`config.mk`:
```
export PLATFORM = sky130hd
export DESIGN_NAME = sub_mult
export DESIGN_NICKNAME = d
export VERILOG_FILES = /design/src/hdl/sub_mult_fmt_pkg.sv /design/src/hdl/sub_mult_stream_pkg.sv /design/src/hdl/frame_extender.sv /design/src/hdl/skid_buffer.sv /design/src/hdl/sub_mult.sv /design/src/hdl/sub_mult_datapath.sv
export SDC_FILE = /design/constraint.sdc
export NUM_CORES = 1
export LEC_CHECK = 0
export ABC_AREA = 1
export BUFFER_PORTS_ARGS = -buffer_cell sky130_fd_sc_hd__buf_2
export CORE_MARGIN = 2
export CORE_UTILIZATION = 36
export CTS_BUF_LIST = sky130_fd_sc_hd__clkbuf_4
export CTS_CLUSTER_SIZE = 25
export DETAILED_ROUTE_END_ITERATION = 8
export MAX_ROUTING_LAYER = met4
export PLACE_DENSITY = 0.63
export SLEW_MARGIN = 25
export SYNTH_ARGS = -nofsm -noshare
export SYNTH_HDL_FRONTEND = slang
export SYNTH_HIERARCHICAL = 1
export SYNTH_SLANG_ARGS = --single-unit
```
`constraint.sdc`:
```
create_clock -name clk -period 9.2 [get_ports clk]
set_input_delay 2.76 -clock clk [delete_from_list [all_inputs] [get_ports clk]]
set_output_delay 2.76 -clock clk [all_outputs]
set_load 0.005 [all_outputs]
```
`src/hdl/sub_mult_fmt_pkg.sv`:
```
package sub_mult_fmt_pkg;

  // Data and grid words, signed with 12 fraction bits
  localparam int SAMPLE_W    = 16;
  localparam int SAMPLE_FRAC = 12;

  // Scale word, signed
  localparam int SCALE_W     = 16;
  localparam int SCALE_FRAC  = 12;

  // Result word as seen on the output stream
  localparam int RSLT_W      = 16;
  localparam int RSLT_FRAC   = 12;

  // Full product width, never narrower than the result itself
  localparam int PROD_W = (RSLT_W > SAMPLE_W + SCALE_W) ?
                          RSLT_W : SAMPLE_W + SCALE_W;

  // Product bit that lines up with the result LSB
  // Product carries SAMPLE_FRAC + SCALE_FRAC fraction bits
  localparam int RSLT_LSB = SAMPLE_FRAC + SCALE_FRAC - RSLT_FRAC;

endpackage

```
`src/hdl/sub_mult_stream_pkg.sv`:
```
package sub_mult_stream_pkg;

  import sub_mult_fmt_pkg::*;

  // Data and grid streams share one beat format
  typedef struct packed {
    logic signed [SAMPLE_W-1:0] data;
    logic                       last;
  } sample_beat_t;

  // Scale stream beat
  typedef struct packed {
    logic signed [SCALE_W-1:0] scale;
    logic                      last;
  } scale_beat_t;

  // Output beat, last is the AND of the three input lasts
  typedef struct packed {
    logic signed [RSLT_W-1:0] data;
    logic                     last;
  } rslt_beat_t;

endpackage

```
`src/hdl/frame_extender.sv`:
```
`timescale 1ns/1ps

module frame_extender #(
  parameter type beat_t = sub_mult_stream_pkg::sample_beat_t
) (
  input  logic  clk,
  input  logic  arst_n,

  // Outside stream
  input  beat_t s_beat,
  input  logic  s_valid,
  output logic  s_ready,

  // Toward the datapath
  output beat_t m_beat,
  output logic  m_valid,
  input  logic  m_ready,

  // Joint frame end from the datapath
  input  logic  frame_done,
  output logic  locked
);

  beat_t buf_s_beat;
  logic  buf_s_valid;
  logic  buf_s_ready;
  beat_t held_beat;
  logic  held_valid;

  // Hold on our last word until all three frames have ended
  assign locked = held_valid & held_beat.last & ~frame_done;

  // While locked the output feeds back into the skid stage.
  // Recirculate only when the held beat is consumed, so a stall
  // never parks a second copy in the skid entry.
  assign buf_s_beat  = locked ? held_beat : s_beat;
  assign buf_s_valid = locked ? m_ready : s_valid;

  // Outside stream is held off for the whole extension
  assign s_ready = locked ? 1'b0 : buf_s_ready;

  skid_buffer #(
    .beat_t (beat_t)
  ) i_skid_buffer (
    .clk     (clk),
    .arst_n  (arst_n),
    .s_beat  (buf_s_beat),
    .s_valid (buf_s_valid),
    .s_ready (buf_s_ready),
    .m_beat  (held_beat),
    .m_valid (held_valid),
    .m_ready (m_ready)
  );

  assign m_beat  = held_beat;
  assign m_valid = held_valid;

endmodule

```
`src/hdl/skid_buffer.sv`:
```
`timescale 1ns/1ps

module skid_buffer #(
  parameter type beat_t = logic
) (
  input  logic  clk,
  input  logic  arst_n,

  // Upstream side
  input  beat_t s_beat,
  input  logic  s_valid,
  output logic  s_ready,

  // Downstream side
  output beat_t m_beat,
  output logic  m_valid,
  input  logic  m_ready
);

  beat_t out_q;
  beat_t skid_q;
  logic  out_valid_q;
  logic  skid_valid_q;
  logic  out_open;

  // Output register may load when it is empty or being drained
  assign out_open = m_ready | ~out_valid_q;

  // Ready straight from a flop, no path from m_ready
  assign s_ready = ~skid_valid_q;

  always_ff @(posedge clk or negedge arst_n) begin
    if (!arst_n) begin
      out_valid_q  <= 1'b0;
      skid_valid_q <= 1'b0;
    end else if (out_open) begin
      // Skid entry drains first, otherwise take the input directly
      out_valid_q  <= skid_valid_q | s_valid;
      skid_valid_q <= 1'b0;
    end else if (s_valid && s_ready) begin
      // Output stalled, park the incoming beat
      skid_valid_q <= 1'b1;
    end
  end

  always_ff @(posedge clk) begin
    if (out_open) begin
      out_q <= skid_valid_q ? skid_q : s_beat;
    end
    // Only the beat taken with the last ready matters
    if (s_ready) begin
      skid_q <= s_beat;
    end
  end

  assign m_beat  = out_q;
  assign m_valid = out_valid_q;

endmodule

```
`src/hdl/sub_mult.sv`:
```
`timescale 1ns/1ps

module sub_mult (
  input  logic                              clk,
  input  logic                              arst_n,

  // Data stream
  input  sub_mult_stream_pkg::sample_beat_t s_data,
  input  logic                              s_data_valid,
  output logic                              s_data_ready,

  // Grid stream
  input  sub_mult_stream_pkg::sample_beat_t s_grid,
  input  logic                              s_grid_valid,
  output logic                              s_grid_ready,

  // Scale stream
  input  sub_mult_stream_pkg::scale_beat_t  s_scale,
  input  logic                              s_scale_valid,
  output logic                              s_scale_ready,

  // Result stream
  output sub_mult_stream_pkg::rslt_beat_t   m_rslt,
  output logic                              m_valid,
  input  logic                              m_ready
);

  import sub_mult_stream_pkg::*;

  sample_beat_t data_beat;
  sample_beat_t grid_beat;
  scale_beat_t  scale_beat;
  logic         data_valid;
  logic         grid_valid;
  logic         scale_valid;
  logic         data_ready;
  logic         grid_ready;
  logic         scale_ready;
  logic         frame_done;

  // Data input stage
  frame_extender #(
    .beat_t (sample_beat_t)
  ) i_data_ext (
    .clk        (clk),
    .arst_n     (arst_n),
    .s_beat     (s_data),
    .s_valid    (s_data_valid),
    .s_ready    (s_data_ready),
    .m_beat     (data_beat),
    .m_valid    (data_valid),
    .m_ready    (data_ready),
    .frame_done (frame_done),
    .locked     ()
  );

  // Grid input stage
  frame_extender #(
    .beat_t (sample_beat_t)
  ) i_grid_ext (
    .clk        (clk),
    .arst_n     (arst_n),
    .s_beat     (s_grid),
    .s_valid    (s_grid_valid),
    .s_ready    (s_grid_ready),
    .m_beat     (grid_beat),
    .m_valid    (grid_valid),
    .m_ready    (grid_ready),
    .frame_done (frame_done),
    .locked     ()
  );

  // Scale input stage
  frame_extender #(
    .beat_t (scale_beat_t)
  ) i_scale_ext (
    .clk        (clk),
    .arst_n     (arst_n),
    .s_beat     (s_scale),
    .s_valid    (s_scale_valid),
    .s_ready    (s_scale_ready),
    .m_beat     (scale_beat),
    .m_valid    (scale_valid),
    .m_ready    (scale_ready),
    .frame_done (frame_done),
    .locked     ()
  );

  sub_mult_datapath i_datapath (
    .clk         (clk),
    .arst_n      (arst_n),
    .data_beat   (data_beat),
    .grid_beat   (grid_beat),
    .scale_beat  (scale_beat),
    .data_valid  (data_valid),
    .grid_valid  (grid_valid),
    .scale_valid (scale_valid),
    .data_ready  (data_ready),
    .grid_ready  (grid_ready),
    .scale_ready (scale_ready),
    .frame_done  (frame_done),
    .m_rslt      (m_rslt),
    .m_valid     (m_valid),
    .m_ready     (m_ready)
  );

endmodule

```
`src/hdl/sub_mult_datapath.sv`:
```
`timescale 1ns/1ps

module sub_mult_datapath (
  input  logic                              clk,
  input  logic                              arst_n,

  // Extender outputs
  input  sub_mult_stream_pkg::sample_beat_t data_beat,
  input  sub_mult_stream_pkg::sample_beat_t grid_beat,
  input  sub_mult_stream_pkg::scale_beat_t  scale_beat,
  input  logic                              data_valid,
  input  logic                              grid_valid,
  input  logic                              scale_valid,
  output logic                              data_ready,
  output logic                              grid_ready,
  output logic                              scale_ready,

  // Pulses on the transfer that closes the joint frame
  output logic                              frame_done,

  // Result stream
  output sub_mult_stream_pkg::rslt_beat_t   m_rslt,
  output logic                              m_valid,
  input  logic                              m_ready
);

  import sub_mult_fmt_pkg::*;
  import sub_mult_stream_pkg::*;

  logic                       all_valid;
  logic                       out_ready;
  logic                       join_fire;
  logic                       last_all;
  logic signed [SAMPLE_W-1:0] diff;
  logic signed [PROD_W-1:0]   diff_ext;
  logic signed [PROD_W-1:0]   scale_ext;
  logic signed [PROD_W-1:0]   prod;
  rslt_beat_t                 rslt_beat;

  // Join of the three streams
  assign all_valid = data_valid & grid_valid & scale_valid;
  assign join_fire = all_valid & out_ready;

  // All three are consumed together
  assign data_ready  = join_fire;
  assign grid_ready  = join_fire;
  assign scale_ready = join_fire;

  assign last_all   = data_beat.last & grid_beat.last & scale_beat.last;
  assign frame_done = join_fire & last_all;

  // Difference wraps at the sample width
  assign diff = data_beat.data - grid_beat.data;

  // Sign extend both operands to the full product width
  assign diff_ext  = {{(PROD_W-SAMPLE_W){diff[SAMPLE_W-1]}}, diff};
  assign scale_ext = {{(PROD_W-SCALE_W){scale_beat.scale[SCALE_W-1]}},
                      scale_beat.scale};
  assign prod      = diff_ext * scale_ext;

  // Realign to the result format, high product bits drop off
  assign rslt_beat.data = prod[RSLT_LSB +: RSLT_W];
  assign rslt_beat.last = last_all;

  skid_buffer #(
    .beat_t (rslt_beat_t)
  ) i_out_skid (
    .clk     (clk),
    .arst_n  (arst_n),
    .s_beat  (rslt_beat),
    .s_valid (all_valid),
    .s_ready (out_ready),
    .m_beat  (m_rslt),
    .m_valid (m_valid),
    .m_ready (m_ready)
  );

endmodule

```
==> results.md <==
* Status: finished, final reports clean
* Setup TNS at 0 ns
* Tcrit/Tclk final at 0.883
* Gr usage total at 0.202
* Kind of critical path: flip-flop to flip-flop
* Clock transition at the registers of the reported paths at between 0.1 and 0.15 ns
* Slew @ Worst Pin at 0.890 ns
* XOR/XNOR Fraction of Synth Area at 0.0215
* Reg2reg setup slack at around 1.1 ns
* M1 wire length at approximately 17000 µm
* Hold Path Class: flip-flop to flip-flop
* NumNets Final at 2289
* Post_cts resized at 0
* GRT overflow at 0
* FF-to-FF path depth at 32
* Syn_nets at 2236
* Largest area contributor in the netlist: fa_1
* Adder-Cell Fraction of Synth Area at 0.369
* CTS sink cnt at approximately 140
* Ys flop type: edfxtp_1
* Worst setup SP type: flip-flop
* Vias in the first global route at around 13000
* Clock latency at the later pin of the worst-skew pair at ~0.61 ns
* Hold buffers post-CTS at 0
* Initial antenna violation count at 1
* Area grow syn2layout at 6.92%
* 1st-pass router iterations at 6
* Slew Limit Fails at 0
* Top-area cell type share of the netlist area at 0.297
* CTS tree: done
* Synth Register Bits at roughly 140
* Yosys warns at 6
* Drt wl/cell at 16.5 µm
* Combinational family with the most area after synthesis: adder cells
* Post-CTS Setup Inserts at 0
* Vertical die dimension at ~210 µm
* RSZ-0062 raised after global routing: no
* Mapped cell area at around 15000 µm²
* Core ar. at between 40000 and 50000 µm²
* R2R Path End: i_datapath/i_out_skid/m_beat[14]$_DFFE_PP_
* Die X at between 200 and 250 µm
* Synth Instances at around 1900
* WP data required at around 9.6 ns
* Htree depth at 4
* Async set-reset flop share out of synthesis at 0.0556
* Max-cap violation count at 0
* Root Buffer: clkbuf_4
* Reg2reg start: i_data_ext/i_skid_buffer/m_beat[1]$_DFFE_PP_
* Mapped Avg Cell Area at between 8 and 9 µm²
* Number of synthesized flops with an enable pin at between 60 and 70
* Hold Path End: i_datapath/i_out_skid/skid_q[13]$_DFF_P_
* Clock buffer depth at 2
* Multi-input gate area at 9920 µm²
* Worst hold path depth at 2
* Ports at 78
* CP peak stage delay at about 0.67 ns
* Initial core utilization at 0.367
* Ranking of synthesized cells by area: fa_1, nand2_1, edfxtp_1
* Global-route wire length before repair at 67400 µm
* Num rows at 75
* Simple-Gate Fraction of Synth Area at 0.225
* Arr. time, crit path at between 8 and 9 ns
* Critical path's slowest cell: xnor2_2
* Wirelength, routed at 40600 µm
* Total number of vias at around 12000
* Final HPWL DP at between 30000 and 40000 µm
* CP most frequent cell: inv_1
* Fmax at 123 MHz
* Total CTS buffers at 17
* Gpl congestion at around 0.94
* Wire length on met2 at between 20000 and 25000 µm
* Final Hold Fails at 0
* Finish-stage setup viols at 0
* Seq/Total Area, Yosys at 0.233
* Fin crit period at a little over 8 ns
* Post-route DRC at 0
* WL met3 at around 2100 µm
* Routed Antenna Nets at 0
* Register area at between 3000 and 4000 µm²
* Compound-cell area share of the yosys netlist at 0.0262
* Port bufs at a little under 80
* CP endpoint kind: flip-flop
* Worst Clk Skew at roughly 0.022 ns
* Min-delay src: i_datapath/i_out_skid/skid_q[13]$_DFF_P_
* Layout cells sized above 1 at 0.0898
* Largest net degree at the start of global routing at 21
* Worst-path fanout max at 10
* Mux contribution to synthesized area at 0
* Vias per inst at 4.90
* Relative slew slack at 0.407
* Initial DRC count at between 700 and 800
* Die footprint at about 45000 µm²
* Fillcell total at 4293
* Cell variety after synth at 43
* Top layer used by detailed routing: met4
-- critical path, delay by kind of cell (launching register included) --
kind / cells / cell delay, ns
buffers and inverters: 8 / 0.87
and+or+nand+nor: 7 / 0.97
adders and majority gates: 9 / 3.76
AOI/OAI and AO/OA: 6 / 1.03
xor gates and xnor gates: 2 / 0.84
DFF: 1 / 0.41
-- how the worst max path moves through the flow --
| stage | from | endpoint | slack [ns] | depth (start not counted) |
|---|---|---|---|---|
| 4_1_cts | i_data_ext/i_skid_buffer/m_beat[1]$_DFFE_PP_ | i_datapath/i_out_skid/m_beat[14]$_DFFE_PP_ | 1.21 | 32 |
| 6_report | i_data_ext/i_skid_buffer/m_beat[1]$_DFFE_PP_ | i_datapath/i_out_skid/m_beat[14]$_DFFE_PP_ | 1.08 | 32 |
| 5_1_grt | i_data_ext/i_skid_buffer/m_beat[1]$_DFFE_PP_ | i_datapath/i_out_skid/m_beat[12]$_DFFE_PP_ | 0.74 | 33 |
| 3_5_place_dp | i_data_ext/i_skid_buffer/m_beat[1]$_DFFE_PP_ | i_datapath/i_out_skid/m_beat[14]$_DFFE_PP_ | 1.24 | 32 |
| 2_1_floorplan | i_data_ext/i_skid_buffer/m_beat[3]$_DFFE_PP_ | i_datapath/i_out_skid/m_beat[16]$_DFFE_PP_ | 2.38 | 37 |
| 3_3_place_gp | i_data_ext/i_skid_buffer/m_beat[1]$_DFFE_PP_ | i_datapath/i_out_skid/m_beat[14]$_DFFE_PP_ | 0.76 | 32 |
-- flip-flops by register name (all words and copies together), names as in the netlist --
name,flops
i_data_ext/i_skid_buffer/m_beat,17
i_data_ext/i_skid_buffer/skid_q,17
i_datapath/i_out_skid/m_beat,17
i_datapath/i_out_skid/skid_q,17
i_grid_ext/i_skid_buffer/m_beat,17
i_grid_ext/i_skid_buffer/skid_q,17
i_scale_ext/i_skid_buffer/m_beat,17
i_scale_ext/i_skid_buffer/skid_q,17
i_data_ext/i_skid_buffer/m_valid,1
i_data_ext/i_skid_buffer/skid_valid_q,1
i_datapath/i_out_skid/m_valid,1
i_datapath/i_out_skid/skid_valid_q,1
i_grid_ext/i_skid_buffer/m_valid,1
i_grid_ext/i_skid_buffer/skid_valid_q,1
i_scale_ext/i_skid_buffer/m_valid,1
i_scale_ext/i_skid_buffer/skid_valid_q,1
-- cell usage after synthesis, types with 17 or more instances --
library cell and count:
nand3_1 18, nor2_1 162, clkbuf_1 22, ha_1 89, xor2_1 19, a21oi_1 39, xnor2_1 17, o21ai_0 18
edfxtp_1 68, dfxtp_1 68, fa_1 229, nand2_1 549, nand4_1 59, inv_1 389
-- layout by cell type (no fill, tap or decap), types with 3 or more instances in the layout --
cell type / count
nand2_1: 549
inv_1: 389
fa_1: 229
nor2_1: 162
ha_1: 89
buf_2: 77
edfxtp_1: 68
dfxtp_1: 68
nand4_1: 59
a21oi_1: 39
xor2_1: 19
clkbuf_4: 18
nand3_1: 18
o21ai_0: 18
xnor2_1: 16
nand2_2: 15
buf_4: 15
dfrtp_1: 8
inv_2: 7
inv_8: 5
a21oi_2: 5
nand3b_1: 5
clkinv_4: 4
nor2_2: 4
clkinv_2: 3
inv_6: 3
nand3_4: 3
nand3_2: 3
nor3_1: 3
nor4_1: 3
-- metrics by stage --
step,util,area [µm²],hold slack (ns),worst slack (ns),cells
2_1_floorplan,-,15400,0.414,2.38,1861
6_report,0.392,16500,0.453,1.08,2467
3_3_place_gp,0.385,16200,0.424,0.765,2434
5_1_grt,0.392,16500,0.483,0.737,2467
4_1_cts,0.392,16500,0.459,1.21,2466
3_5_place_dp,0.385,16200,0.434,1.24,2434
-- layout make-up --
| type | count | area share |
|---|---|---|
| Multi-Input combinational cell | 1259 | 0.600 |
| Sequential cell | 144 | 0.218 |
| Inverter | 400 | 0.0927 |
| Tap cell | 539 | 0.0408 |
| Timing Repair Buffer | 92 | 0.0302 |
| Clock inverter | 14 | 0.00939 |
| Clock buffer | 18 | 0.00818 |
| Antenna cell | 1 | 0.000152 |
-- per-layer routing --
layer	up-vias	GRT usage
li1	5676	-
met1	5963	0.241
met2	364	0.347
met3	74	0.0272
met4	0	0.0753
met5	-	-
-- logic make-up after synthesis --
family	Yosys count
simple gates	832
buf+inv	458
fa+ha+maj	318
flops	144
compound gates	72
xor+xnor	37
Power is left out: the tool's default activity adds up to more than one toggle a clock period on the data nets, which glitch-free logic cannot reach.
